--- config.mk ---
export PLATFORM = sky130hd
export DESIGN_NAME = busMux_flat
export DESIGN_NICKNAME = d
export VERILOG_FILES = /design/src/hw/datapath_pkg.sv /design/src/hw/regSel_if.sv /design/src/hw/busMux.sv /design/src/flat_wrapper.sv
export VERILOG_INCLUDE_DIRS = /design/src /design/src/include
export SDC_FILE = /design/constraint.sdc
export NUM_CORES = 1
export LEC_CHECK = 0
export BUFFER_PORTS_ARGS = -buffer_cell sky130_fd_sc_hd__buf_2
export CAP_MARGIN = 10
export CORE_AREA = 2 2 128 130
export DETAILED_ROUTE_END_ITERATION = 10
export DIE_AREA = 0 0 130 132
export GPL_ROUTABILITY_DRIVEN = 0
export GPL_TIMING_DRIVEN = 0
export PLACE_DENSITY = 0.5
export SLEW_MARGIN = 20
export SYNTH_ARGS = -nofsm -noshare
export SYNTH_HDL_FRONTEND = slang
export SYNTH_SLANG_ARGS = --single-unit
--- constraint.sdc ---
create_clock -name vclk -period 2.67
set_input_delay 0.4005 -clock vclk [all_inputs]
set_output_delay 0.4005 -clock vclk [all_outputs]
set_load 0.005 [all_outputs]
--- src/include/datapath_params.svh ---
/*
 * Datapath sizing
 * bus width, general register count and RAM geometry
 */

`ifndef DATAPATH_PARAMS_SVH
`define DATAPATH_PARAMS_SVH

`define DATA_WIDTH 32
`define REG_COUNT 16
`define MEM_DEPTH 512
// low MAR bits that address the RAM
`define MEM_ADDR_WIDTH 9

`endif

--- src/hw/datapath_pkg.sv ---
/*
 * Datapath types
 * bus word, ALU opcodes and bus source codes shared by the datapath blocks
 */

`include "datapath_params.svh"

package datapath_pkg;

  typedef logic [`DATA_WIDTH-1:0] word_t;

  // opcode as driven by the external control steps
  typedef enum logic [4:0] {
    ADD  = 5'd0,
    SUB  = 5'd1,
    AND  = 5'd2,
    OR   = 5'd3,
    SHR  = 5'd4,
    SHRA = 5'd5,
    SHL  = 5'd6,
    ROR  = 5'd7,
    ROL  = 5'd8,
    MUL  = 5'd9,
    DIV  = 5'd10,
    NEG  = 5'd11,
    NOT  = 5'd12
  } aluOp_t;

  // bus encoder output in priority order
  typedef enum logic [3:0] {
    REG, HI, LO, ZHI, ZLO, PC, MDR, INPORT, CSIGN, NONE
  } busSrc_t;

endpackage

--- src/hw/regSel_if.sv ---
/*
 * Register select interface
 * decoded register enables from select-and-encode to the register file and bus
 */

`timescale 1ns/100ps

`include "datapath_params.svh"

interface regSel_if;
  logic [`REG_COUNT-1:0] writeEn;
  logic [`REG_COUNT-1:0] readEn;
  logic readAny;
  // baOut applied to R0
  logic zeroR0;

  modport encoder (output writeEn, output readEn, output readAny, output zeroR0);
  modport regFile (input writeEn, input readEn, input zeroR0);
  modport bus (input readAny);
endinterface

--- src/hw/busMux.sv ---
/*
 * Bus multiplexer
 * priority-encodes the out strobes and drives the shared bus
 */

`timescale 1ns/100ps

module busMux import datapath_pkg::*; (
  regSel_if.bus sel,
  input  word_t regData,
  input  word_t hiData,
  input  word_t loData,
  input  word_t zHiData,
  input  word_t zLoData,
  input  word_t pcData,
  input  word_t mdrData,
  input  word_t inPortData,
  input  word_t cSignExt,
  input  logic  hiOut,
  input  logic  loOut,
  input  logic  zHighOut,
  input  logic  zLowOut,
  input  logic  pcOut,
  input  logic  mdrOut,
  input  logic  inPortOut,
  input  logic  cOut,
  output word_t busOut
);

  busSrc_t src;

  // register path has the highest priority
  always_comb begin
    if (sel.readAny)     src = REG;
    else if (hiOut)      src = HI;
    else if (loOut)      src = LO;
    else if (zHighOut)   src = ZHI;
    else if (zLowOut)    src = ZLO;
    else if (pcOut)      src = PC;
    else if (mdrOut)     src = MDR;
    else if (inPortOut)  src = INPORT;
    else if (cOut)       src = CSIGN;
    else                 src = NONE;
  end

  always_comb begin
    case (src)
      REG:     busOut = regData;
      HI:      busOut = hiData;
      LO:      busOut = loData;
      ZHI:     busOut = zHiData;
      ZLO:     busOut = zLoData;
      PC:      busOut = pcData;
      MDR:     busOut = mdrData;
      INPORT:  busOut = inPortData;
      CSIGN:   busOut = cSignExt;
      default: busOut = '0;
    endcase
  end

endmodule

--- src/flat_wrapper.sv ---
// flat-port wrapper written by rule: the top's interface ports become plain ports
module busMux_flat import datapath_pkg::*;
  (regData, hiData, loData, zHiData, zLoData, pcData, mdrData, inPortData, cSignExt, hiOut, loOut, zHighOut, zLowOut, pcOut, mdrOut, inPortOut, cOut, busOut, sel_readAny);
  regSel_if sel_i ();
  input  word_t regData;
  input  word_t hiData;
  input  word_t loData;
  input  word_t zHiData;
  input  word_t zLoData;
  input  word_t pcData;
  input  word_t mdrData;
  input  word_t inPortData;
  input  word_t cSignExt;
  input  logic hiOut;
  input  logic loOut;
  input  logic zHighOut;
  input  logic zLowOut;
  input  logic pcOut;
  input  logic mdrOut;
  input  logic inPortOut;
  input  logic cOut;
  output word_t busOut;
  input wire logic [$bits(sel_i.readAny)-1:0] sel_readAny;
  assign sel_i.readAny = sel_readAny;
  busMux u_core (.sel(sel_i), .regData(regData), .hiData(hiData), .loData(loData), .zHiData(zHiData), .zLoData(zLoData), .pcData(pcData), .mdrData(mdrData), .inPortData(inPortData), .cSignExt(cSignExt), .hiOut(hiOut), .loOut(loOut), .zHighOut(zHighOut), .zLowOut(zLowOut), .pcOut(pcOut), .mdrOut(mdrOut), .inPortOut(inPortOut), .cOut(cOut), .busOut(busOut));
endmodule
==> flow_summary_export.csv <==
group,metric,value,unit
outcome,status,"complete, no violations",
die,dieWidth,130,um
sta,slew_headroom,63.5,%
synth,synth-xor-area-share,0,%
critical_path,worstSetupEndpointType,"output port",
detailed_routing,ant_nets,0,
finish,area_delta_synth_final,95.8,%
synth,synth.avg_cell_area,6.45,um^2
sta,period_share,96.9,%
detailed_routing,viasPerCell,4.66,
sta,fin_crit,2.59,ns
synth,syn_area,2310,um^2
grt,track_usage,18.4,%
sta,worstMarginPinSlew,0.547,ns
power_and_ir_drop,leakagePower,2.20,nW
synth,synth.area.top_cells,"mux2_2 16%, nand2_1 10%, a22oi_1 10%, o21ai_0 8.5%, mux2i_1 8.2%",
synth,synth-simple-area-share,23.6,%
finish,design.seq.count,0,
synth,synth_fa_ha_area_share,0,%
synth,yosys_warnings,0,
die,ioPinCount,329,
critical_path,critPathLaunchType,"input pin",
synth,syn_nets,655,
finish,nNetsFinal,997,
finish,clock_buffers,0,
critical_path,cp_data_arrival_time,2.19,ns
placed_design,dp_hpwl,14500,um
critical_path,crit_fanout,10,
job,cap_violations,0,
power_and_ir_drop,total_power,0.700,mW
synth,ys_seq_area_share,0,%
detailed_routing,routed_wirelength,17000,um
hold_path,hp-class,"in -> out",
sta,max_freq,0.386,GHz
finish,ff_latch_area,0,um^2
detailed_routing,first_iter_violations,360,
sta,setup_viol,0,
synth,synth.area.mux_share,23.8,%
detailed_routing,wl_per_cell,18.6,um
synth,synth_top_cell_area_share,15.6,%
finish,antennaDiodeCount,0,
grt,grt_max_degree,11,
sta,finalHoldViolCount,0,
sta,slew_viol_final,0,
synth,synth_top_family_by_area,"compound AO/OA/AOI/OAI gates",
synth,synth.distinct_cells,32,
hold_path,hold_start,"cSignExt[9]",
grt,grt_pass1_wl,24500,um
placed_design,port_buffers,329,
placed_design,dp_cells,904,
finish,drive_gt1_share,60.0,%
die,die_h,132,um
power_and_ir_drop,max-vdd-ir-drop,0.0412,mV
finish,stdcell_count,914,
detailed_routing,drcViolationCount,0,
synth,synth_compound_area_share,44.6,%
die,core-area,15700,um^2
critical_path,critPathLaunch,"hiOut",
grt,antenna_found_initial,0,
critical_path,crit_type,"in -> out",
die,rows,46,
synth,syn_inst,358,
grt,grt_pass1_vias,4182,
critical_path,worstPathRequired,2.27,ns
detailed_routing,vias,4259,
detailed_routing,first_pass_iters,4,
synth,synth_top_area_cell,"mux2_2",
power_and_ir_drop,power_density,155,nW/um^2
grt,grt_overflow,0,
die,initial_core_util,14.7,%
die,die-area,17200,um^2
## per-stage QoR
step / area (um^2) / utilization (%) / TNS, ns / worst slack (ns) / hold slack (ns)
6_report: 4520 / 28.8 / 0 / 0.0816 / 1.11
5_1_grt: 4520 / 28.8 / -0.0294 / -0.0186 / 1.14
4_1_cts: 4380 / 27.9 / -0.357 / -0.0766 / 1.11
3_5_place_dp: 4230 / 26.9 / -14.20 / -0.654 / 1.11
3_3_place_gp: 4230 / 26.9 / -17.07 / -0.660 / 1.11
2_1_floorplan: 2310 / - / 0 / 0.465 / 0.913
## cell usage in the layout (no fill, tap or decap), types with 2 or more instances in the layout
master / n
clkbuf_4: 3
buf_4: 18
mux2_2: 32
a221oi_1: 11
a221oi_2: 7
nor2b_1: 15
o2111ai_1: 17
clkbuf_2: 5
a21oi_1: 15
mux2i_1: 19
a22oi_1: 31
nor2_1: 35
inv_1: 4
a221oi_4: 3
clkbuf_1: 9
a221o_1: 13
nand2b_1: 2
o21ai_0: 31
nand2_1: 63
buf_6: 6
buf_2: 333
o21ai_1: 8
## timing repair
| action | 4_1_cts | 5_1_grt |
|---|---|---|
| endpoints found under the hold margin | 0 | 0 |
| pin swaps | 4 | 5 |
| gates resized for setup | 35 | 34 |
| hold buffers | 0 | 0 |
| buffers inserted | 7 | 4 |
| endpoints found under the setup margin | 32 | 32 |
## cells in the mapped netlist, drive strengths merged, types with 2 or more instances
master	instances
o21ai	40
nor2b	15
clkbuf	19
buf	17
nor3	2
nand2b	3
a22oi	31
a221o	13
nand2	63
a221oi	21
nor2	36
nor4	2
o2111ai	18
inv	4
mux2	32
mux2i	19
a21oi	15
## cell type report
cell class                      count  area (um^2)
Inverter                            4         15.0
Multi-Input combinational cell    318         2250
Buffer                             35          230
Fill cell                        1829        11200
Tap cell                          216          270
Timing Repair Buffer              341         1760
## kinds of logic (layout without fill, tap and decap cells)
| family | count (synthesis) | in the layout |
|---|---|---|
| buf+inv | 40 | 380 |
| mux | 51 | 51 |
| simple gates | 125 | 125 |
| compound gates | 142 | 142 |
## critical path, cell delays in order
cell and delay (ns):
buf_2 0.14, clkbuf_4 0.23, nor2b_1 0.07, clkbuf_2 0.21, buf_2 0.23, a22oi_1 0.22
nor2_1 0.09, a221oi_2 0.26, o2111ai_1 0.15, buf_2 0.16
## routing by layer
metal	share of wire, %	up-vias	track usage, %
met3	5.2	4	1.22
met2	48	182	31.3
li1	-	2068	-
met5	0	-	0
met1	46	2005	26.8
met4	0.25	0	0.299
## power by group
part | total (mW) | switching [mW] | internal (mW)
Clock | 0 | 0 | 0
Sequential | 0 | 0 | 0
Combinational | 0.700 | 0.325 | 0.375
## worst paths after layout
path,to,depth (start not counted)
worst max-delay path,busOut[31],10
worst min-delay path,busOut[9],4
No activity file was read; power rests on OpenSTA's default activity.
