$ cat src/include/datapath_params.svh
/*
 * Datapath sizing
 * bus width, general register count and RAM geometry
 */

`ifndef DATAPATH_PARAMS_SVH
`define DATAPATH_PARAMS_SVH

`define DATA_WIDTH 32
`define REG_COUNT 16
`define MEM_DEPTH 512
// low MAR bits that address the RAM
`define MEM_ADDR_WIDTH 9

`endif

$ cat src/hw/datapath_pkg.sv
/*
 * Datapath types
 * bus word, ALU opcodes and bus source codes shared by the datapath blocks
 */

`include "datapath_params.svh"

package datapath_pkg;

  typedef logic [`DATA_WIDTH-1:0] word_t;

  // opcode as driven by the external control steps
  typedef enum logic [4:0] {
    ADD  = 5'd0,
    SUB  = 5'd1,
    AND  = 5'd2,
    OR   = 5'd3,
    SHR  = 5'd4,
    SHRA = 5'd5,
    SHL  = 5'd6,
    ROR  = 5'd7,
    ROL  = 5'd8,
    MUL  = 5'd9,
    DIV  = 5'd10,
    NEG  = 5'd11,
    NOT  = 5'd12
  } aluOp_t;

  // bus encoder output in priority order
  typedef enum logic [3:0] {
    REG, HI, LO, ZHI, ZLO, PC, MDR, INPORT, CSIGN, NONE
  } busSrc_t;

endpackage

$ cat src/hw/conFf.sv
/*
 * Branch condition flip-flop
 * tests the bus against the IR condition code and holds CON
 */

`timescale 1ns/100ps

`include "datapath_params.svh"

module conFf import datapath_pkg::*; (
  input  logic       clk,
  input  logic       reset,
  input  logic       conIn,
  input  logic [1:0] cond,
  input  word_t      busIn,
  output logic       conFlag
);

  logic condMet;

  always_comb begin
    case (cond)
      2'd0: condMet = (busIn == '0);
      2'd1: condMet = (busIn != '0);
      2'd2: condMet = !busIn[`DATA_WIDTH-1];
      default: condMet = busIn[`DATA_WIDTH-1];
    endcase
  end

  always_ff @(posedge clk) begin
    if (reset) conFlag <= 1'b0;
    else if (conIn) conFlag <= condMet;
  end

endmodule

$ cat config.mk
export PLATFORM = sky130hd
export DESIGN_NAME = conFf
export DESIGN_NICKNAME = d
export VERILOG_FILES = /design/src/hw/datapath_pkg.sv /design/src/hw/conFf.sv
export VERILOG_INCLUDE_DIRS = /design/src /design/src/include
export SDC_FILE = /design/constraint.sdc
export NUM_CORES = 1
export LEC_CHECK = 0
export ABC_AREA = 1
export BUFFER_PORTS_ARGS = -buffer_cell sky130_fd_sc_hd__clkbuf_2
export CORE_AREA = 2 2 39 41
export CTS_BUF_LIST = sky130_fd_sc_hd__clkbuf_4 sky130_fd_sc_hd__clkbuf_8
export DETAILED_ROUTE_END_ITERATION = 10
export DIE_AREA = 0 0 41 43
export SYNTH_ARGS = -nofsm -noshare
export SYNTH_HDL_FRONTEND = slang
export SYNTH_SLANG_ARGS = --single-unit
$ cat constraint.sdc
create_clock -name clk -period 0.92 [get_ports clk]
set_clock_uncertainty 0.15 [all_clocks]
set_input_delay 0 -clock clk [delete_from_list [all_inputs] [get_ports clk]]
set_output_delay 0 -clock clk [all_outputs]
set_load 0.1 [all_outputs]
==> results of run 1 <==
[cell families (layout without fill, tap and decap cells)]
group                  count (synthesis)  in the layout  share of synthesized area [%]
AND/OR/NAND/NOR                       39             39                           73.1
buffers and inverters                  7             46                           12.3
AO/OA/AOI/OAI                          1              1                           5.26
flip-flops                             1              1                           9.36
[worst register-to-register path, delay by kind of cell (launching register included)]
family        cells  cell delay (ns)
simple gates      3             0.17
flops             1             0.33
buf+inv           1             0.04
[power by group through the flow]
| stage | logic (mW) | registers [mW] | clock network, mW |
|---|---|---|---|
| floorplan | 0.0361 | 0.0719 | 0 |
| global placement | 0.154 | 0.0503 | 0 |
| detailed placement | 0.157 | 0.0509 | 0 |
| CTS | 0.158 | 0.0509 | 0 |
| global route | 0.197 | 0.0513 | 0 |
| finish | 0.176 | 0.0505 | 0 |
[cell usage in the layout (no fill, tap or decap)]
master    instances
dfxtp_4           1
buf_4             2
inv_1             7
nor2_1           13
nor3_1            1
buf_6             4
o21bai_2          1
nand3_1           1
buf_12            1
nand2_1          13
clkbuf_2         32
nand3_2           2
nor2_2            9
[through the flow]
stage | std cells | setup WS [ns] | util (%) | total power [mW] | area [sq um]
CTS | 103 | -0.135 | 32.9 | 0.209 | 455
detailed placement | 103 | -0.136 | 32.7 | 0.208 | 453
finish | 103 | -0.134 | 36.5 | 0.227 | 505
global placement | 103 | -0.117 | 32.7 | 0.204 | 453
floorplan | 48 | -0.0343 | - | 0.108 | 218
global route | 103 | -0.263 | 36.5 | 0.248 | 505
[path summary, 6_finish.rpt]
| path | from | end | slack, ns |
|---|---|---|---|
| hold reg to reg | conFlag | conFlag | 0.44 |
| setup / recovery | busIn[10] | conFlag | -0.13 |
| hold / removal | reset | conFlag | 0.09 |
| setup reg to reg | conFlag | conFlag | 0.11 |
[what timing repair did]
item | CTS | global route
gates resized for setup | 1 | 12
setup endpoints to repair | 1 | 1
pin swaps | 1 | 15
[routing by layer]
| metal | part of all wire, % | vias up | global-route usage [%] |
|---|---|---|---|
| li1 | - | 221 | - |
| met1 | 34 | 149 | 7.64 |
| met2 | 51 | 24 | 15.6 |
| met3 | 15 | 0 | 0 |
| met4 | 0 | 0 | 0 |
| met5 | 0 | - | 0 |
[layout make-up]
| class | instances | area [sq um] | area share, % |
|---|---|---|---|
| timing repair buffer | 39 | 240 | 47.5 |
| inverter | 7 | 26.3 | 5.20 |
| sequential | 1 | 23.8 | 4.70 |
| tap | 16 | 20.0 | 3.96 |
| multi-input combinational | 40 | 195 | 38.6 |
==> qor.csv, run 1 <==
metric,value,unit
period utilization,115,%
GRT Total Usage,7.41,%
CP Depth,11,
Synth Area per Inst,4.46,sq um
Slew Limit Fails,0,
DR iter-0 viols,0,
largest cells by area after synthesis,"nor2_1, nand2_1, inv_1",
Commonest cells post-synth,"nor2_1, nand2_1, inv_1",
final wirelength,702,um
global-route wire length before repair,979,um
routability congestion estimate,0.640,
CP Launch Type,input port,
Regs by FF count,conFlag x1,
share of layout cells above drive strength 1,59.8,%
reg2reg path depth,4,
WHS,0.0928,ns
Final Setup Violations,1,
"area leader, netlist",nor2_1,
Pleak,0.284,nW
Die Width,41,um
kind of critical path,input port to register,
Layout area overhead,136,%
Max Cap Viol,0,
number of global-route vias before repair,290,
Core Area,1380,sq um
DRC Markers,0,
crit path max fanout,2,
setup bufs post-CTS,0,
largest reg by FF count,conFlag,
share of the synthesized area in the top cell type,35.1,%
initial antenna violation count,0,
"Buf+Inv Stages, Crit Path",2,
Power Density,449,nW/um^2
sequential area share after synthesis,9.36,%
Max-slew headroom,90.3,%
design internal power,0.150,mW
most numerous cell in the Yosys netlist,nor2_1,
fraction of registers with async set or reset after synthesis,0,%
# fillers,158,
Syn Inst Count,48,
post-route ant nets,0,
routed vias,394,
drt first pass iters,1,
max incr delay on CP,0.12,ns
Final WS setup,-0.134,ns
status,"complete, but fails checks",
row count,14,
Clock Latency Late Sink,0,ns
net switching share of the total power,33.9,%
Critical Path RT,0.66,ns
DIE AREA,1760,sq um
Worst Hold Depth,4,
Initial Util,15.5,%
mean number of vias per cell,3.83,
Tmin final,1.05,ns
sequential share of power,22.3,%
CP Cell Sequence,"buf_6, nor2_2, nand2_1, nor2_2, nand2_1, nor2_2, nand2_1, nand3_2, nand3_2, nand2_1, inv_1",
"EDFF count, synth",0,
total negative setup slack,-0.134,ns
Port Buffers,37,
HP Class,input port to register,
Synth Register Bits,1,
yosys warns,0,
"CTS clk-pin slew, worst paths",0,ns
antenna cells,0,
Worst VDD drop,0.000262,V
achievable frequency,0.949,GHz
crit path DAT,0.79,ns
Mapped Nets,85,
Net Switching,0.0768,mW
hold_buf cts,0,
failing checks,setup timing,
clock share of power,0,%
CP endpoint kind,register,
Logic pwr share,77.7,%
Crit path top cell by count,nand2_1,
"CP delay by family, top",simple AND/OR/NAND/NOR gates,
Most used DFF post-synth,dfxtp_1,
Overflow after GRT,0,
area of the mapped netlist,214,sq um
Fin. Hold Viols,0,
# IOs,38,
Die Y-Extent,43,um
RSZ-0062 raised after global routing,true,
DP HPWL,630,um
synth unique cells,8,
worst-margin pin slew,0.144,ns
CP max-delay cell,nor2_2,
max reg flops,1,
routed length per instance,6.82,um
largest net degree at the start of global routing,3,
# nets final,126,
Power figures use the tool's default switching activity.
==> run 2: changes to the inputs <==
PLACE_DENSITY = 0.59   (was not set)
==> run 2 against run 1 <==
  * Highest routed layer unchanged
  * Total power fell by 4.1%
  * Critical path depth did not move
  * Utilization fell by 1.9 points
  * First-iteration DRC count rose by 1
  * Sequential share of layout area rose by 0.26 points
  * Via count fell by 1.3%
  * Combinational power fell by 5%
  * Hold slack got worse by 0.0054 ns
  * Final cell count did not move
  * Wire length fell by 7.7%
  * The flow still finishes with violations (setup timing)
  * Register-to-register slack barely moved
==> qor.csv, run 2 (synthesis results as in run 1) <==
metric,value,unit,change
status,"complete, but fails checks",,unchanged
failing checks,setup timing,,unchanged
Fin. Hold Viols,0,,unchanged
"CTS clk-pin slew, worst paths",0,ns,about the same
Port Buffers,37,,unchanged
Max Cap Viol,0,,unchanged
Slew Limit Fails,0,,unchanged
CP max-delay cell,nor2_2,,unchanged
mean number of vias per cell,3.78,,was 3.83
Critical Path RT,0.66,ns,about the same
kind of critical path,input port to register,,unchanged
global-route wire length before repair,883,um,was 979 um
Core Area,1380,sq um,unchanged
crit path max fanout,2,,unchanged
Regs by FF count,conFlag x1,,unchanged
DRC Markers,0,,unchanged
initial antenna violation count,0,,unchanged
routed length per instance,6.29,um,was 6.82 um
hold_buf cts,0,,unchanged
setup bufs post-CTS,0,,unchanged
antenna cells,0,,unchanged
Clock Latency Late Sink,0,ns,about the same
largest net degree at the start of global routing,3,,unchanged
share of layout cells above drive strength 1,56.3,%,was 59.8%
Pwr Total,0.218,mW,was 0.227 mW
RSZ-0062 raised after global routing,true,,unchanged
crit path DAT,0.78,ns,was 0.79 ns
achievable frequency,0.957,GHz,was 0.949 GHz
row count,14,,unchanged
# IOs,38,,unchanged
drt first pass iters,2,,was 1
total negative setup slack,-0.124,ns,was -0.134 ns
Tmin final,1.04,ns,was 1.05 ns
Pleak,0.274,nW,was 0.284 nW
# fillers,157,,was 158
Die Width,41,um,unchanged
Initial Util,15.5,%,unchanged
Max-slew headroom,90.5,%,was 90.3%
Overflow after GRT,0,,unchanged
Power Density,454,nW/um^2,was 449 nW/um^2
"CP delay by family, top",simple AND/OR/NAND/NOR gates,,unchanged
# nets final,126,,unchanged
placed cell count,103,,unchanged
worst-margin pin slew,0.141,ns,was 0.144 ns
Final WS setup,-0.124,ns,was -0.134 ns
post-layout util,34.6,%,was 36.5%
period utilization,114,%,was 115%
CP endpoint kind,register,,unchanged
max reg flops,1,,unchanged
number of global-route vias before repair,284,,was 290
"most common cell after layout, fill and taps aside",clkbuf_2,,unchanged
DR iter-0 viols,1,,was 0
largest reg by FF count,conFlag,,unchanged
pre-CTS WS,-0.131,ns,was -0.136 ns
final wirelength,648,um,was 702 um
most frequent cells in the layout,"clkbuf_2, nor2_1, nand2_1, nor2_2, inv_1",,unchanged
multi-input gate area in the final layout,188,sq um,was 195 sq um
post-route ant nets,0,,unchanged
Crit path top cell by count,nand2_1,,unchanged
max incr delay on CP,0.12,ns,about the same
DIE AREA,1760,sq um,unchanged
Worst VDD drop,0.000238,V,was 0.000262 V
register area,23.8,sq um,unchanged
Final Setup Violations,1,,unchanged
DP HPWL,638,um,was 630 um
Die Y-Extent,43,um,unchanged
routed vias,389,,was 394
HP Class,input port to register,,unchanged
Layout area overhead,124,%,was 136%
CP Launch Type,input port,,unchanged
"Buf+Inv Stages, Crit Path",2,,unchanged
GRT Total Usage,6.50,%,was 7.41%
final cell count without fillers,103,,unchanged
routability congestion estimate,0.687,,was 0.640
CP Cell Sequence,"clkbuf_2, nor2_1, nand2_1, nor2_2, nand2_1, nor2_1, nand2_1, nand3_1, nand3_1, nand2_1, inv_1",,"was buf_6, nor2_2, nand2_1, nor2_2, nand2_1, nor2_2, nand2_1, nand3_2, nand3_2, nand2_1, inv_1"
==> run 2: cell types whose count changed in the layout (fill, tap and decap cells not counted), sizes merged <==
cell and change:
buf -3, clkbuf +3
==> run 2: report_power, final <==
part           switching (mW)  internal, mW
Combinational          0.0722        0.0951
Clock                       0             0
Sequential            0.00337        0.0470
==> run 2: what timing repair did <==
item	CTS	global route
setup endpoints to repair	1	1
resized for setup	0	8
pin swaps	1	6
==> run 2: metal layers <==
layer	GRT usage, %	part of all wire [%]	vias up
met1	6.67	35	145
li1	-	-	220
met3	0	17	0
met4	0	0	0
met2	13.8	48	24
met5	0	0	-
==> run 2: per-stage QoR <==
stage	hold slack (ns)	cell area, sq um
after floorplan	-0.0116	218
after global placement	0.0838	453
after detailed placement	0.0904	453
after CTS	0.0915	453
after global routing	0.115	479
final	0.0874	479
==> run 2: final cells by class <==
type	count	area share, %
Timing Repair Buffer	39	46.2
Inverter	7	5.48
Multi-Input combinational cell	40	39.2
Sequential cell	1	4.96
Tap cell	16	4.18
==> run 2: final timing paths <==
check,startpoint,end,slack (ns),depth (start not counted)
setup reg to reg,conFlag,conFlag,0.12,4
hold / removal,reset,conFlag,0.09,4
hold reg to reg,conFlag,conFlag,0.43,4
setup / recovery,busIn[13],conFlag,-0.12,11
==> run 2: worst reg2reg max path, stage by stage, from the launching register on <==
cell and delay (ns):
dfxtp_4 0.33, nor2_1 0.08, nor2_1 0.04, nand2_1 0.05, inv_1 0.03
