**config.mk**
```make
export PLATFORM = sky130hd
export DESIGN_NAME = regFile_flat
export DESIGN_NICKNAME = d
export VERILOG_FILES = /design/src/hw/datapath_pkg.sv /design/src/hw/regSel_if.sv /design/src/hw/regFile.sv /design/src/flat_wrapper.sv
export VERILOG_INCLUDE_DIRS = /design/src /design/src/include
export SDC_FILE = /design/constraint.sdc
export NUM_CORES = 1
export LEC_CHECK = 0
export ABC_AREA = 1
export BUFFER_PORTS_ARGS = -buffer_cell sky130_fd_sc_hd__buf_2
export CAP_MARGIN = 30
export CORE_UTILIZATION = 45
export CTS_CLUSTER_SIZE = 30
export DETAILED_ROUTE_END_ITERATION = 12
export PLACE_DENSITY_LB_ADDON = 0.3
export SETUP_SLACK_MARGIN = 0.4
export SLEW_MARGIN = 10
export SYNTH_ARGS = -nofsm -noshare
export SYNTH_HDL_FRONTEND = slang
export SYNTH_SLANG_ARGS = --single-unit
```
**constraint.sdc**
```tcl
create_clock -name clk -period 1.4 [get_ports clk]
set_input_delay 0.21 -clock clk [delete_from_list [all_inputs] [get_ports clk]]
set_output_delay 0.21 -clock clk [all_outputs]
set_load 0.01 [all_outputs]
```
**src/include/datapath_params.svh**
```systemverilog
/*
 * Datapath sizing
 * bus width, general register count and RAM geometry
 */

`ifndef DATAPATH_PARAMS_SVH
`define DATAPATH_PARAMS_SVH

`define DATA_WIDTH 32
`define REG_COUNT 16
`define MEM_DEPTH 512
// low MAR bits that address the RAM
`define MEM_ADDR_WIDTH 9

`endif

```
**src/hw/datapath_pkg.sv**
```systemverilog
/*
 * Datapath types
 * bus word, ALU opcodes and bus source codes shared by the datapath blocks
 */

`include "datapath_params.svh"

package datapath_pkg;

  typedef logic [`DATA_WIDTH-1:0] word_t;

  // opcode as driven by the external control steps
  typedef enum logic [4:0] {
    ADD  = 5'd0,
    SUB  = 5'd1,
    AND  = 5'd2,
    OR   = 5'd3,
    SHR  = 5'd4,
    SHRA = 5'd5,
    SHL  = 5'd6,
    ROR  = 5'd7,
    ROL  = 5'd8,
    MUL  = 5'd9,
    DIV  = 5'd10,
    NEG  = 5'd11,
    NOT  = 5'd12
  } aluOp_t;

  // bus encoder output in priority order
  typedef enum logic [3:0] {
    REG, HI, LO, ZHI, ZLO, PC, MDR, INPORT, CSIGN, NONE
  } busSrc_t;

endpackage

```
**src/hw/regSel_if.sv**
```systemverilog
/*
 * Register select interface
 * decoded register enables from select-and-encode to the register file and bus
 */

`timescale 1ns/100ps

`include "datapath_params.svh"

interface regSel_if;
  logic [`REG_COUNT-1:0] writeEn;
  logic [`REG_COUNT-1:0] readEn;
  logic readAny;
  // baOut applied to R0
  logic zeroR0;

  modport encoder (output writeEn, output readEn, output readAny, output zeroR0);
  modport regFile (input writeEn, input readEn, input zeroR0);
  modport bus (input readAny);
endinterface

```
**src/hw/regFile.sv**
```systemverilog
/*
 * Register file
 * R0 to R15 plus HI and LO, all loaded from the bus
 */

`timescale 1ns/100ps

`include "datapath_params.svh"

module regFile import datapath_pkg::*; (
  input  logic     clk,
  input  logic     reset,
  regSel_if.regFile sel,
  input  word_t    busIn,
  input  logic     hiIn,
  input  logic     loIn,
  output word_t    readData,
  output word_t    hiData,
  output word_t    loData
);

  word_t gpr [`REG_COUNT];

  always_ff @(posedge clk) begin
    if (reset) begin
      for (int i = 0; i < `REG_COUNT; i++) begin
        gpr[i] <= '0;
      end
      hiData <= '0;
      loData <= '0;
    end else begin
      for (int i = 0; i < `REG_COUNT; i++) begin
        if (sel.writeEn[i]) gpr[i] <= busIn;
      end
      if (hiIn) hiData <= busIn;
      if (loIn) loData <= busIn;
    end
  end

  // one-hot read where R0 reads as zero under baOut
  always_comb begin
    readData = '0;
    for (int i = 0; i < `REG_COUNT; i++) begin
      if (sel.readEn[i] && !(i == 0 && sel.zeroR0)) begin
        readData = readData | gpr[i];
      end
    end
  end

endmodule

```
**src/flat_wrapper.sv**
```systemverilog
// flat-port wrapper written by rule: the top's interface ports become plain ports
module regFile_flat import datapath_pkg::*;
  (clk, reset, busIn, hiIn, loIn, readData, hiData, loData, sel_writeEn, sel_readEn, sel_zeroR0);
  regSel_if sel_i ();
  input  logic clk;
  input  logic reset;
  input  word_t busIn;
  input  logic hiIn;
  input  logic loIn;
  output word_t readData;
  output word_t hiData;
  output word_t loData;
  input wire logic [$bits(sel_i.writeEn)-1:0] sel_writeEn;
  input wire logic [$bits(sel_i.readEn)-1:0] sel_readEn;
  input wire logic [$bits(sel_i.zeroR0)-1:0] sel_zeroR0;
  assign sel_i.writeEn = sel_writeEn;
  assign sel_i.readEn = sel_readEn;
  assign sel_i.zeroR0 = sel_zeroR0;
  regFile u_core (.clk(clk), .reset(reset), .sel(sel_i), .busIn(busIn), .hiIn(hiIn), .loIn(loIn), .readData(readData), .hiData(hiData), .loData(loData));
endmodule
```
==> out/results.ini, run 1 <==
[outcome]
outcome = finished, violations left
failed_checks = setup timing

[synth]
synth_commonest_cells = nand2_1, edfxtp_1, nor2_1
synthFlopType = edfxtp_1
netlist.area_leader.share_pct = 65.79
synthCells = 2216
syn_avg_cell_area_sq_um = 10.55
ys_async_sr_fraction_pct = 0
syn-num-nets = 2285
ys_top_cells_by_area = edfxtp_1, nand2_1, nor2_1, dfxtp_1, nand3_1
synth_top_area_cell = edfxtp_1
yosys_warnings = 0
ys_seq_area_share_pct = 71.27
synth_edf_count = 512
netlist_area_sq_mm = 0.02337
ys_types = 14
synth.most_common_cell = nand2_1
ys_ff_latch = 576

[routing]
wl_per_cell_microns = 19.01
wl_microns = 61210
via_count = 16650
wl_met3_microns = 4296
remaining_drc_errors = 0
drt_iter0_drc = 1435
wl_met2_microns = 28360
ant_nets = 0
viasPerCell = 5.169
met1_length_microns = 27020
firstDrtPassIters = 5
top_layer_used = met4

[die]
num_rows = 83
start_util_pct = 45.55
ioPinCount = 165
dieWidth_microns = 229.9
die_y_microns = 229.9
core_sq_mm = 0.05130
die_area_sq_mm = 0.05284

[timing]
period_share_pct = 132.2
fin_skew_ps = 0
finalHoldViolCount = 0
max_freq_mhz = 540.2
fin_ws_ps = -451.3
min_period_ps = 1851
finalSetupViolations = 32
rsz0062_at_grt = true
maxSlewViolCount = 0
tightest_slew_ps = 704.1
slew_headroom_pct = 52.88

[placement]
io_buffers = 164
pre_cts_slack_ps = -275.9
dpl.hpwl_microns = 40850
gp_congestion = 0.8791
dp.cells = 3114

[worst_hold_path]
min_path_type = in -> reg
min_path_cells = 3
worstHoldStart = busIn[22]
hold_end = u_core.loData[22]

[power]
internal_power_mw = 30.78
powerDensity_mw_per_mm2 = 1359
peakVddDrop_mv = 1.013
seq_power_share_pct = 51.1
p_sw_share_pct = 24.01
power_frac_clock_pct = 37.3
comb_power_share_pct = 11.6
netSwitchingPower_mw = 9.726
p_leak_nw = 12.85

[setup_path]
critPathBufInv = 3
critPathCaptureType = primary output
r2r_start = u_core.loData[19]
crit_arrival_ps = 1640
crit_path_top_delay_cell = edfxtp_1
ff2ff_path_depth = 3
reg2reg_slack_ps = 570
required_ps = 1190
cp_top_family = simple AND/OR/NAND/NOR gates
cp_max_fo = 1
cp.depth = 8
timing.critical_path.cells = nand2_1 -> nand2_1 -> inv_1 -> nand2_1 -> nor2_1 -> buf_4 -> nand3_4 -> buf_6
critical_path.max_stage_delay_ps = 360
r2r-end = u_core.loData[19]
crit_type = reg -> out
startpoint_type = flip-flop
cp_common_cell = nand2_1

[global_route]
track_usage_pct = 23.19
grt_pass1_wl_microns = 95110
grt_max_degree = 65
grt_pass1_vias = 16440
grt_antenna_before_repair = 0
grt-ovfl-total = 0

[cts]
cts_tree = built
clock_path_buffers = 3
ctsRootBufferMaster = clkbuf_16
clock_latency_ps = 580
clock_sinks = 576
cts_buffers = 55
htreeDepth = 2
path_clk_slew_ps = 70

[layout]
finalNonFillerCells = 3220
syn_to_final_growth_pct = 27.50
final_layout_size_suffix_gt1_share_pct = 27.40
n_antenna_cell = 0
nets = 2564

[run]
cap_viol_max_count = 0

registers in the layout (all words and copies together), names as in the netlist:
| register | flops |
|---|---|
| u_core.gpr | 512 |
| u_core.loData | 32 |
| u_core.hiData | 32 |
layout make-up:
class | count | area [sq um]
fillers | 4137 | 21510
inverters | 98 | 367.9
repair buffers | 362 | 3582
clock buffers | 71 | 1620
clock inverters | 31 | 235.2
multi-input cells | 1402 | 6404
flip-flops and latches | 576 | 16740
well taps | 680 | 850.8
logic make-up (layout without fill, tap and decap cells):
| group | after synthesis | count (layout) | share of synthesized area, % |
|---|---|---|---|
| simple gates | 1274 | 1274 | 21.32 |
| flops | 576 | 576 | 71.27 |
| buf+inv | 238 | 562 | 4.663 |
| compound gates | 128 | 128 | 2.741 |
power groups by stage:
stage	Combinational (mW)	Clock, mW	Sequential, mW
2_1_floorplan	2.07	0	20.9
3_3_place_gp	3.93	0	20.9
3_5_place_dp	3.98	0	21.0
4_1_cts	4.51	15.3	20.7
5_1_grt	5.09	16.0	20.8
6_report	4.69	15.1	20.7
how the worst max path moves through the flow:
stage	to	startpoint	slack (ps)
4_1_cts	readData[10]	u_core.gpr[1][106]	-500
2_1_floorplan	u_core.gpr[1][0]	reset	400
3_5_place_dp	readData[30]	sel_readEn[11]	-280
5_1_grt	readData[22]	u_core.gpr[1][118]	-560
3_3_place_gp	readData[30]	sel_readEn[11]	-310
6_report	readData[31]	u_core.gpr[0][191]	-450
worst min-delay path, cell delays in order:
cell and delay [ps]:
buf_2 80, inv_1 130, a21oi_1 170
per-stage QoR:
stage | power, mW | TNS, ps | hold WS (ps) | area, sq um | util [%]
floorplan | 23.01 | 0 | 391.9 | 23440 | -
global placement | 24.86 | -9919 | 487.6 | 26530 | 51.71
detailed placement | 24.97 | -12140 | 493.0 | 26530 | 51.71
CTS | 40.51 | -13170 | 14.83 | 29560 | 57.61
global route | 41.85 | -15160 | 38.38 | 29800 | 58.08
finish | 40.50 | -12560 | 28.18 | 29800 | 58.08
timing repair:
action | 4_1_cts | 5_1_grt
pin swaps | 102 | 74
endpoints found under the hold margin | 4 | 0
endpoints found under the setup margin | 96 | 96
resized for setup | 288 | 68
hold buffers | 3 | 0
setup buffers | 1 | 0
placed cells by master, fill, tap and decap left out, drive strengths merged:
cell type,n
a21oi,64
buf,359
bufinv,3
clkbuf,71
clkinv,23
clkinvlp,1
dfxtp,64
dlygate4sd3,3
edfxtp,512
inv,102
nand2,682
nand3,128
nor2,448
o21ai,64
or2,16
per-layer routing:
layer  track usage (%)  vias to the layer above
li1                  -                     7826
met1             33.04                     8099
met2             36.22                      622
met3             3.968                       98
met4             7.388                        0
met5                 0                        -
Note: power is estimated with default switching activity, not from simulation.
==> run 2, diff against run 1 <==
--- a/config.mk
+++ b/config.mk
@@ -11,3 +11,5 @@
 export CAP_MARGIN = 30
-export CORE_UTILIZATION = 45
+export CELL_PAD_IN_SITES_DETAIL_PLACEMENT = 1
+export CELL_PAD_IN_SITES_GLOBAL_PLACEMENT = 2
+export CORE_UTILIZATION = 40
 export CTS_CLUSTER_SIZE = 30
==> constraint.sdc (replaced) <==
create_clock -name clk -period 1.4 [get_ports clk]
set_input_delay 0.14 -clock clk [delete_from_list [all_inputs] [get_ports clk]]
set_output_delay 0.14 -clock clk [all_outputs]
set_load 0.01 [all_outputs]
==> out/results.ini, run 2 (synthesis gave the netlist of run 1 again) <==
[outcome]
outcome = finished, violations left
failed_checks = setup timing

[layout]
fill_cells = 6145
top_register = u_core.gpr
layout_commonest_cell = nand2_1
nets = 2558
syn_to_final_growth_pct = 28.35
largest_register_ff_count = 512
largestRegisters = u_core.gpr: 512 flops, u_core.hiData: 32 flops, u_core.loData: 32 flops
final_layout_size_suffix_gt1_share_pct = 27.58
design_area_sq_mm = 0.02999
layout_common_cells = nand2_1, edfxtp_1, nor2_1
finalNonFillerCells = 3304

[die]
start_util_pct = 40.50
die_y_microns = 243.7
dieWidth_microns = 243.7
num_rows = 88
die_area_sq_mm = 0.05939
core_sq_mm = 0.05770
ioPinCount = 165

[worst_hold_path]
min_path_type = in -> reg

[timing]
rsz0062_at_grt = true
finalHoldViolCount = 0
fin_skew_ps = 0
finalSetupViolations = 32
maxSlewViolCount = 0
slew_headroom_pct = 47.88
max_freq_mhz = 526.2
min_period_ps = 1900
period_share_pct = 135.7
fin_ws_ps = -500.5
tightest_slew_ps = 781.7

[cts]
clock_sinks = 576
clock_path_buffers = 3
cts_tree = built
ctsRootBufferMaster = clkbuf_16
htreeDepth = 2
cts_buffers = 59
clock_latency_ps = 620
path_clk_slew_ps = 60

[power]
total_power_mw = 42.61
peakVddDrop_mv = 0.9843
powerDensity_mw_per_mm2 = 1421
p_leak_nw = 12.69

[routing]
ant_nets = 0
drt_iter0_drc = 1041
remaining_drc_errors = 0
wl_microns = 68460
firstDrtPassIters = 5
viasPerCell = 5.044
wl_per_cell_microns = 20.72
via_count = 16660

[global_route]
grt_pass1_vias = 17890
grt_pass1_wl_microns = 106400
track_usage_pct = 23.29
grt_antenna_before_repair = 1
grt_max_degree = 65
grt-ovfl-total = 0

[setup_path]
required_ps = 1260
cp_max_fo = 1
crit_arrival_ps = 1760
critPathCaptureType = primary output
crit_type = reg -> out
startpoint_type = flip-flop

[placement]
io_buffers = 164
gp_congestion = 0.7642
dpl.hpwl_microns = 45390
dp.cells = 3161
dpl_cell_area_sq_mm = 0.02602

[run]
cap_viol_max_count = 0

run 2: path summary, 6_finish.rpt:
path | start | end | slack (ps) | cells after the start
max reg2reg | u_core.hiData[13] | u_core.hiData[13] | 570 | 3
max | u_core.gpr[1][160] | readData[0] | -500 | 6
min | busIn[30] | u_core.hiData[30] | 30 | 3
min reg2reg | u_core.loData[4] | u_core.loData[4] | 520 | 2
run 2: critical path, stage by stage (launching register included):
cell and delay (ps):
edfxtp_1 380, nand2_1 80, nand3_1 190, nor2_4 180, buf_6 110, nand3_4 70
buf_6 130
run 2: cell type report:
cell class                 count  area [sq um]  share of cell area [%]
antenna                        1         2.502                0.008343
clock buffer                  72          1652                   5.506
clock inverter                38         432.9                   1.443
inverter                      98         394.1                   1.314
multi-input combinational   1402          6529                   21.77
sequential                   576         16740                   55.80
tap                          765         957.2                   3.191
timing repair buffer         352          3291                   10.97
run 2: per-layer routing:
metal	global-route usage, %	wire (microns)	vias to the layer above
met2	37.15	32030	326
met3	3.811	3291	80
met1	33.39	31910	8446
li1	-	-	7812
met5	0	0	-
met4	5.129	1217	0
run 2: timing repair:
item                       4_1_cts  5_1_grt
setup buffers                    4        1
setup endpoints to repair       96      184
pin swaps                       83      102
hold buffers                    27        0
hold endpoints to repair       130        0
gates resized for setup        306      111
run 2: report_power, final:
| group | switching, mW | internal, mW |
|---|---|---|
| Clock | 6.87 | 10.2 |
| Combinational | 3.07 | 1.75 |
| Sequential | 0.470 | 20.3 |
| Total | 10.4 | 32.2 |
run 2: through the flow:
stage | worst slack [ps] | hold WS (ps) | util [%] | TNS (ps)
after floorplan | 404.5 | 321.9 | - | 0
after global placement | -118.7 | 458.9 | 45.11 | -10570
after detailed placement | -164.5 | 483.9 | 45.11 | -15490
after CTS | -516.2 | 0.8209 | 51.29 | -14040
after global routing | -585.0 | 18.07 | 51.98 | -15220
final | -500.5 | 30.97 | 51.99 | -12350
