### src/include/datapath_params.svh
/*
 * Datapath sizing
 * bus width, general register count and RAM geometry
 */

`ifndef DATAPATH_PARAMS_SVH
`define DATAPATH_PARAMS_SVH

`define DATA_WIDTH 32
`define REG_COUNT 16
`define MEM_DEPTH 512
// low MAR bits that address the RAM
`define MEM_ADDR_WIDTH 9

`endif

### src/hw/datapath_pkg.sv
/*
 * Datapath types
 * bus word, ALU opcodes and bus source codes shared by the datapath blocks
 */

`include "datapath_params.svh"

package datapath_pkg;

  typedef logic [`DATA_WIDTH-1:0] word_t;

  // opcode as driven by the external control steps
  typedef enum logic [4:0] {
    ADD  = 5'd0,
    SUB  = 5'd1,
    AND  = 5'd2,
    OR   = 5'd3,
    SHR  = 5'd4,
    SHRA = 5'd5,
    SHL  = 5'd6,
    ROR  = 5'd7,
    ROL  = 5'd8,
    MUL  = 5'd9,
    DIV  = 5'd10,
    NEG  = 5'd11,
    NOT  = 5'd12
  } aluOp_t;

  // bus encoder output in priority order
  typedef enum logic [3:0] {
    REG, HI, LO, ZHI, ZLO, PC, MDR, INPORT, CSIGN, NONE
  } busSrc_t;

endpackage

### src/hw/regSel_if.sv
/*
 * Register select interface
 * decoded register enables from select-and-encode to the register file and bus
 */

`timescale 1ns/100ps

`include "datapath_params.svh"

interface regSel_if;
  logic [`REG_COUNT-1:0] writeEn;
  logic [`REG_COUNT-1:0] readEn;
  logic readAny;
  // baOut applied to R0
  logic zeroR0;

  modport encoder (output writeEn, output readEn, output readAny, output zeroR0);
  modport regFile (input writeEn, input readEn, input zeroR0);
  modport bus (input readAny);
endinterface

### src/hw/selectEncode.sv
/*
 * Select and encode
 * turns the IR register fields into one-hot register enables
 * and sign-extends the IR constant field
 */

`timescale 1ns/100ps

`include "datapath_params.svh"

module selectEncode import datapath_pkg::*; (
  input  word_t    ir,
  input  logic     gra,
  input  logic     grb,
  input  logic     grc,
  input  logic     rIn,
  input  logic     rOut,
  input  logic     baOut,
  regSel_if.encoder sel,
  output word_t    cSignExt
);

  logic [3:0] ra;
  logic [3:0] rb;
  logic [3:0] rc;
  logic [`REG_COUNT-1:0] decoded;

  assign ra = ir[26:23];
  assign rb = ir[22:19];
  assign rc = ir[18:15];

  // several field selects at once give an OR of their decodes
  always_comb begin
    decoded = '0;
    if (gra) decoded[ra] = 1'b1;
    if (grb) decoded[rb] = 1'b1;
    if (grc) decoded[rc] = 1'b1;
  end

  assign sel.writeEn = rIn ? decoded : '0;
  assign sel.readEn  = (rOut || baOut) ? decoded : '0;
  assign sel.readAny = |sel.readEn;
  assign sel.zeroR0  = baOut;

  // C field is IR[18:0]
  assign cSignExt = {{(`DATA_WIDTH-19){ir[18]}}, ir[18:0]};

endmodule

### src/flat_wrapper.sv
// flat-port wrapper written by rule: the top's interface ports become plain ports
module selectEncode_flat import datapath_pkg::*;
  (ir, gra, grb, grc, rIn, rOut, baOut, cSignExt, sel_writeEn, sel_readEn, sel_readAny, sel_zeroR0);
  regSel_if sel_i ();
  input  word_t ir;
  input  logic gra;
  input  logic grb;
  input  logic grc;
  input  logic rIn;
  input  logic rOut;
  input  logic baOut;
  output word_t cSignExt;
  output wire logic [$bits(sel_i.writeEn)-1:0] sel_writeEn;
  output wire logic [$bits(sel_i.readEn)-1:0] sel_readEn;
  output wire logic [$bits(sel_i.readAny)-1:0] sel_readAny;
  output wire logic [$bits(sel_i.zeroR0)-1:0] sel_zeroR0;
  assign sel_writeEn = sel_i.writeEn;
  assign sel_readEn = sel_i.readEn;
  assign sel_readAny = sel_i.readAny;
  assign sel_zeroR0 = sel_i.zeroR0;
  selectEncode u_core (.ir(ir), .gra(gra), .grb(grb), .grc(grc), .rIn(rIn), .rOut(rOut), .baOut(baOut), .sel(sel_i), .cSignExt(cSignExt));
endmodule
### config.mk
export PLATFORM = sky130hd
export DESIGN_NAME = selectEncode_flat
export DESIGN_NICKNAME = d
export VERILOG_FILES = /design/src/hw/datapath_pkg.sv /design/src/hw/regSel_if.sv /design/src/hw/selectEncode.sv /design/src/flat_wrapper.sv
export VERILOG_INCLUDE_DIRS = /design/src /design/src/include
export SDC_FILE = /design/constraint.sdc
export NUM_CORES = 1
export LEC_CHECK = 0
export ABC_CLOCK_PERIOD_IN_PS = 1880
export BUFFER_PORTS_ARGS = -buffer_cell sky130_fd_sc_hd__buf_2
export CAP_MARGIN = 20
export CORE_MARGIN = 2
export CORE_UTILIZATION = 35
export DETAILED_ROUTE_END_ITERATION = 10
export PLACE_DENSITY_LB_ADDON = 0.08
export SLEW_MARGIN = 10
export SYNTH_ARGS = -nofsm -noshare
export SYNTH_HDL_FRONTEND = slang
export SYNTH_SLANG_ARGS = --single-unit
### constraint.sdc
create_clock -name vclk -period 1.88
set_input_delay 0.376 -clock vclk [all_inputs]
set_output_delay 0.376 -clock vclk [all_outputs]
set_load 0.01 [all_outputs]
==> flow_summary.json, run 1 <==
{
  "antenna_left": 0,
  "p_comb_frac": 1.000,
  "setup_slack_ns": -0.0690,
  "netlist_area_um2": 868,
  "grt_pass1_vias": 911,
  "vdd_drop_max_uv": 115,
  "synthesis.nets": 186,
  "dieArea_um2": 2900,
  "finalCriticalPeriod_ns": 1.95,
  "slowest_stage": "or3b_4",
  "required_ns": 1.50,
  "synthesis.instances": 148,
  "tightest_slew_ns": 0.260,
  "initial_core_util": 0.360,
  "placed_cells_incl_taps": 240,
  "avgRoutedWirePerCell_um": 12.2,
  "grt_pass1_wl_mm": 4.18,
  "cp_max_fo": 4,
  "relSlewSlack": 0.826,
  "synthTopCellsByArea": "buf_4 29%, nor2_1 18%, nor2b_1 11%",
  "seq_cell_count": 0,
  "finalCritPeriodShare": 1.04,
  "netSwitchingPower_w": 0.000145,
  "netlist.area_leader.share": 0.285,
  "final_cell_mix": "64 x buf_2, 31 x nor2_1, 26 x buf_4, 15 x nor2b_1, 10 x nor2_2",
  "grt_setup_unrepaired": "yes",
  "p_int_w": 0.000135,
  "critPathKind": "in2out",
  "vias_per_cell": 4.99,
  "hold_path_depth": 0,
  "worstHoldStart": "ir[1]",
  "crit_family": "simple AND/OR/NAND/NOR gates",
  "avgSynthCellArea_um2": 5.87,
  "hold_viol": 0,
  "cp.depth": 8,
  "final_nets": 250,
  "die_w_um": 53.8,
  "cpPeakStageDelay_ns": 0.43,
  "grt_max_degree": 18,
  "pre_cts_ws_ns": -0.103,
  "cp.arrival_ns": 1.57,
  "diodes": 0,
  "die_h_um": 53.8,
  "synth_seq_area_share": 0,
  "pin_count": 104,
  "violations": "negative setup slack",
  "yosysWarnings": 0,
  "layout.cells.non_filler": 240,
  "hpwl_mm": 2.37,
  "drive_above_1_share": 0.619,
  "drt_pre_antenna_iters": 4,
  "core_area_um2": 2410,
  "p_clk_frac": 0,
  "crit_buf_inv": 2,
  "dr_total_vias": 1197,
  "synth_top_cell_by_area": "buf_4",
  "min_to": "cSignExt[1]",
  "p_sw_frac": 0.518,
  "antenna_found_initial": 0,
  "outcome": "finished with violations",
  "wl_mm": 2.93,
  "leakage_nw": 0.687,
  "cp-end-kind": "output port",
  "max_freq_mhz": 513,
  "seqCellArea_um2": 0,
  "crit_chain": "buf_6, or3b_4, o22ai_2, nor2_4, nand4_1, nor2_2, a21oi_1, buf_2",
  "layout.clock_buffers": 0,
  "final_common_cell": "buf_2",
  "setup_violations": 2,
  "seqPwrFrac": 0,
  "rows": 18,
  "portBuffers": 69,
  "postCtsHoldBufs": 0,
  "cp-start-kind": "primary input",
  "drv_slew": 0,
  "drc_errors": 0,
  "area_growth_syn_to_layout_pct": 56.5,
  "hp-class": "in2out",
  "gp_congestion": 0.874,
  "drtIter0Drc": 26,
  "maxCapViolCount": 0,
  "grt_overflow": 0,
  "cp-startpoint": "ir[23]",
  "ys_types": 18,
  "track_usage": 0.190,
  "power_density_nw_per_um2": 206
}
cell families (layout without fill, tap and decap cells):
group                  count (synthesis)  after routing  share of synthesized area
buffers and inverters                 35             97                      0.294
and+or+nand+nor                      100            100                      0.607
AOI/OAI and AO/OA                     13             13                     0.0994
worst max path at each step:
stage	to	slack (ns)
global placement	sel_readAny	-0.14
finish	sel_readAny	-0.07
detailed placement	sel_readAny	-0.10
CTS	sel_readAny	-0.07
floorplan	sel_readAny	0.16
global route	sel_readAny	-0.14
power groups by stage:
stage                     combinational (W)  sequential (W)  clock (W)
final                              0.000280               0          0
after global routing               0.000309               0          0
after CTS                          0.000265               0          0
after detailed placement           0.000252               0          0
after global placement             0.000251               0          0
after floorplan                    0.000174               0          0
timing repair:
| action | CTS | global route |
|---|---|---|
| resized for setup | 15 | 21 |
| pin swaps | 11 | 8 |
| setup endpoints to repair | 9 | 23 |
| gates cloned | 0 | 0 |
| buffers inserted | 0 | 1 |
layer usage:
metal	global-route usage	routed length, µm	up-vias
li1	-	-	596
met5	0	0	-
met2	0.331	1370	65
met1	0.251	1250	524
met3	0.0194	244	12
met4	0.0385	65	0
synth_stat cells (all sizes together):
master / count
a21oi: 1
nor2b: 15
nand2b: 3
or2b: 3
nand3: 3
o22ai: 12
nor2: 43
nor3: 16
nand3b: 6
and2b: 1
buf: 33
clkbuf: 2
nand2: 3
or3b: 3
nand4: 4
metrics by stage:
stage	hold WS [ns]	TNS [ns]	utilization	instance area, µm²	power [W]
6_report	0.752	-0.0850	0.564	1360	0.000280
5_1_grt	0.752	-1.03	0.564	1360	0.000309
4_1_cts	0.752	-0.0817	0.530	1280	0.000265
3_5_place_dp	0.752	-0.245	0.501	1210	0.000252
3_3_place_gp	0.752	-0.316	0.501	1210	0.000251
2_1_floorplan	0.844	0	-	868	0.000174
layout make-up:
cell class / count / area [µm²]
timing repair buffer: 97 / 598
fill: 254 / 1050
tap: 30 / 37.5
multi-input combinational: 113 / 723
Power figures use the tool's default switching activity.
==> run 2, diff against run 1 <==
CELL_PAD_IN_SITES_DETAIL_PLACEMENT = 1   (was default)
CELL_PAD_IN_SITES_GLOBAL_PLACEMENT = 2   (was default)
CORE_UTILIZATION = 14   (was 35)
GPL_TIMING_DRIVEN = 0   (was default)
==> flow_summary.json, run 2 (synthesized netlist as in run 1, its figures left out) <==
{
  "pre_cts_ws_ns": -0.300,
  "postCtsHoldBufs": 0,
  "rows": 28,
  "fin_tns_setup_ns": -0.245,
  "drt_pre_antenna_iters": 4,
  "antenna_found_initial": 0,
  "finalCriticalPeriod_ns": 2.00,
  "hp-class": "in2out",
  "seq_cell_count": 0,
  "leakage_nw": 0.864,
  "relSlewSlack": 0.750,
  "final_nets": 287,
  "wl_mm": 4.10,
  "drive_above_1_share": 0.696,
  "cp_max_fo": 4,
  "violations": "negative setup slack",
  "hold_viol": 0,
  "grt_setup_unrepaired": "yes",
  "grt_pass1_vias": 1188,
  "cp.arrival_ns": 1.62,
  "diodes": 0,
  "avgRoutedWirePerCell_um": 12.7,
  "maxCapViolCount": 0,
  "drv_slew": 0,
  "cp-start-kind": "primary input",
  "required_ns": 1.50,
  "core_area_um2": 5960,
  "tightest_slew_ns": 0.374,
  "seqCellArea_um2": 0,
  "dr_total_vias": 1312,
  "vdd_drop_max_uv": 76.0,
  "die_w_um": 82.8,
  "area_growth_syn_to_layout_pct": 95.8,
  "final_cell_mix": "74 x buf_2, 50 x buf_4, 26 x nor2_1, 15 x nor2_2, 15 x nor2b_1",
  "setup_violations": 4,
  "grt_max_degree": 22,
  "hold_path_depth": 2,
  "dieArea_um2": 6850,
  "drc_errors": 0,
  "cp-end-kind": "output port",
  "gp_congestion": 0.767,
  "power_density_nw_per_um2": 209,
  "grt_overflow": 0,
  "finalCritPeriodShare": 1.06,
  "hpwl_mm": 3.33,
  "track_usage": 0.109,
  "worstHoldStart": "ir[9]",
  "outcome": "finished with violations",
  "antenna_left": 0,
  "initial_core_util": 0.146,
  "final_common_cell": "buf_2",
  "critPathKind": "in2out",
  "layout.clock_buffers": 0,
  "fin_util": 0.286,
  "pin_count": 104,
  "min_to": "cSignExt[9]",
  "drtIter0Drc": 8,
  "portBuffers": 84,
  "grt_pass1_wl_mm": 5.85,
  "setup_slack_ns": -0.117,
  "vias_per_cell": 4.07,
  "die_h_um": 82.8,
  "max_freq_mhz": 501
}
[run 2: metrics by stage]
step           hold slack (ns)  power [W]  instances  area, µm²
6_report                 0.936   0.000355        322       1700
3_3_place_gp             0.937   0.000304        307       1380
3_5_place_dp             0.937   0.000303        307       1380
5_1_grt                  0.939   0.000392        322       1700
4_1_cts                  0.937   0.000337        312       1570
2_1_floorplan            0.844   0.000174        148        868
[run 2: critical path, cell delays in order]
cell     delay, ns
buf_8         0.10
or3b_4        0.45
o22ai_4       0.21
nor2_4        0.04
buf_4         0.14
and2b_2       0.21
buf_6         0.09
[run 2: what timing repair did]
item                                    in CTS  in global routing
setup buffers                                5                 10
resized for setup                           37                 16
endpoints found under the setup margin      15                 17
pin swaps                                   13                 12
[run 2: worst max path at each step]
| stage | startpoint | to | slack, ns | depth (start not counted) |
|---|---|---|---|---|
| after global routing | ir[18] | sel_readAny | -0.20 | 8 |
| after global placement | ir[18] | sel_readAny | -0.32 | 8 |
| after CTS | ir[24] | sel_readAny | -0.10 | 8 |
| after detailed placement | ir[18] | sel_readAny | -0.30 | 7 |
| after floorplan | ir[23] | sel_readAny | 0.16 | 6 |
| final | ir[23] | sel_writeEn[4] | -0.12 | 7 |
[run 2: layout make-up]
type | instances | area (µm²)
tap | 75 | 93.8
buffer | 35 | 256
timing repair buffer | 99 | 592
fill | 789 | 4260
multi-input combinational | 113 | 758
[run 2: power breakdown]
| part | switching, W | internal (W) |
|---|---|---|
| clock | 0 | 0 |
| combinational | 0.000178 | 0.000178 |
| sequential | 0 | 0 |
| total | 0.000178 | 0.000178 |
[run 2: metal layers]
metal,vias up,share of wire,track usage
met5,-,0,0
met4,0,0,0.00164
met3,0,0.069,0.00326
met2,56,0.50,0.209
met1,584,0.43,0.144
li1,672,-,-
==> run 3, diff against run 2 <==
ABC_CLOCK_PERIOD_IN_PS = 2290   (was 1880)
PLACE_DENSITY_LB_ADDON = 0.25   (was 0.08)
clock period = 2.29 ns   (was 1.88 ns; I/O delays follow)
==> flow_summary.json, run 3 (synthesized netlist as in run 1, its figures left out) <==
{
  "finalCriticalPeriod_ns": 2.18,
  "antenna_left": 0,
  "power_density_nw_per_um2": 173,
  "drt_pre_antenna_iters": 4,
  "outcome": "finished, final reports clean",
  "grtUsageMet3": 0.00870,
  "tightest_slew_ns": 0.507,
  "final_cell_mix": "83 x buf_2, 36 x buf_4, 35 x nor2_1, 15 x nor2b_1, 11 x o22ai_1",
  "layout.cells.non_filler": 309,
  "worstHoldStart": "ir[4]",
  "p_comb_frac": 1.000,
  "hold_viol": 0,
  "antenna_found_initial": 0,
  "grt_pass1_vias": 1143,
  "critPathKind": "in2out",
  "cp.arrival_ns": 1.72,
  "postCtsHoldBufs": 0,
  "p_sw_frac": 0.526,
  "core_area_um2": 5960,
  "layout.clock_buffers": 0,
  "design_area_um2": 1450,
  "drc_errors": 0,
  "grt_max_degree": 22,
  "cp_max_fo": 5,
  "seq_cell_count": 0,
  "gp_congestion": 0.786,
  "finalCritPeriodShare": 0.952,
  "grt_setup_unrepaired": "no",
  "rows": 28,
  "grt_busiest_layer": "met2",
  "initial_core_util": 0.146,
  "grt_pass1_wl_mm": 5.75,
  "placed_cells_incl_taps": 307,
  "final_nets": 274,
  "avgRoutedWirePerCell_um": 12.5,
  "final_common_cell": "buf_2",
  "grt_overflow": 0,
  "min_to": "cSignExt[4]",
  "area_growth_syn_to_layout_pct": 67.3,
  "dr_total_vias": 1287,
  "maxCapViolCount": 0,
  "grt_use_met2": 0.198,
  "hpwl_mm": 3.37,
  "pin_count": 104,
  "diodes": 0,
  "cp-start-kind": "primary input",
  "portBuffers": 84,
  "leakage_nw": 0.773,
  "seqCellArea_um2": 0,
  "netSwitchingPower_w": 0.000132,
  "hold_path_depth": 2,
  "wl_mm": 3.87,
  "required_ns": 1.83,
  "p_clk_frac": 0,
  "seqPwrFrac": 0,
  "relSlewSlack": 0.661,
  "cp-end-kind": "output port",
  "track_usage": 0.105,
  "setup_violations": 0,
  "die_w_um": 82.8,
  "vdd_drop_max_uv": 49.9,
  "dieArea_um2": 6850,
  "drtIter0Drc": 32,
  "gr-usage-met1": 0.135,
  "max_freq_mhz": 459,
  "die_h_um": 82.8,
  "hp-class": "in2out",
  "p_int_w": 0.000119,
  "drv_slew": 0,
  "vias_per_cell": 4.17,
  "drive_above_1_share": 0.598,
  "dpl-instance-area_um2": 1380
}
-- run 3: cell types whose count changed in the layout (fill, tap and decap cells not counted), sizes merged --
cell	delta
buf	-12
clkbuf	-1
-- run 3: timing repair --
| action | CTS | global route |
|---|---|---|
| resized for setup | 4 | 11 |
| buffers inserted | 0 | 2 |
| pin swaps | 0 | 2 |
| hold endpoints to repair | 0 | 0 |
| endpoints found under the setup margin | 1 | 1 |
-- run 3: layout make-up --
cell class / instances / area [µm²]
Timing Repair Buffer: 86 / 438
Buffer: 35 / 255
Tap cell: 75 / 93.8
Multi-Input combinational cell: 113 / 666
Fill cell: 780 / 4500
-- run 3: metal layers --
metal  vias up  share of wire
li1        643              -
met4         0              0
met1       591           0.41
met2        53           0.52
met3         0          0.077
met5         -              0
-- run 3: power groups by stage --
stage | sequential (W) | clock, W | combinational [W]
after global routing | 0 | 0 | 0.000280
after floorplan | 0 | 0 | 0.000143
after CTS | 0 | 0 | 0.000248
after global placement | 0 | 0 | 0.000246
final | 0 | 0 | 0.000252
after detailed placement | 0 | 0 | 0.000246
-- run 3: how the worst max path moves through the flow --
| stage | startpoint | end |
|---|---|---|
| final | ir[16] | sel_readAny |
| after global routing | grc | sel_readAny |
| after CTS | ir[23] | sel_readAny |
| after detailed placement | ir[18] | sel_readAny |
| after global placement | ir[18] | sel_readAny |
| after floorplan | ir[23] | sel_readAny |
-- run 3: critical path, stage by stage --
cell	delay [ns]
buf_2	0.12
or3b_4	0.43
o22ai_1	0.21
nor2_1	0.11
nand4_1	0.08
nor2_1	0.05
a21oi_1	0.11
buf_2	0.15
-- run 3: metrics by stage --
step / setup slack [ns] / total power [W] / utilization / hold WS (ns) / TNS [ns]
after global placement: -0.0678 / 0.000246 / 0.232 / 1.10 / -0.0678
after global routing: 0.00112 / 0.000280 / 0.244 / 1.11 / 0
final: 0.110 / 0.000252 / 0.244 / 1.10 / 0
after detailed placement: -0.0908 / 0.000246 / 0.232 / 1.10 / -0.0908
after CTS: 0.0157 / 0.000248 / 0.235 / 1.10 / 0
after floorplan: 0.408 / 0.000143 / - / 1.01 / 0
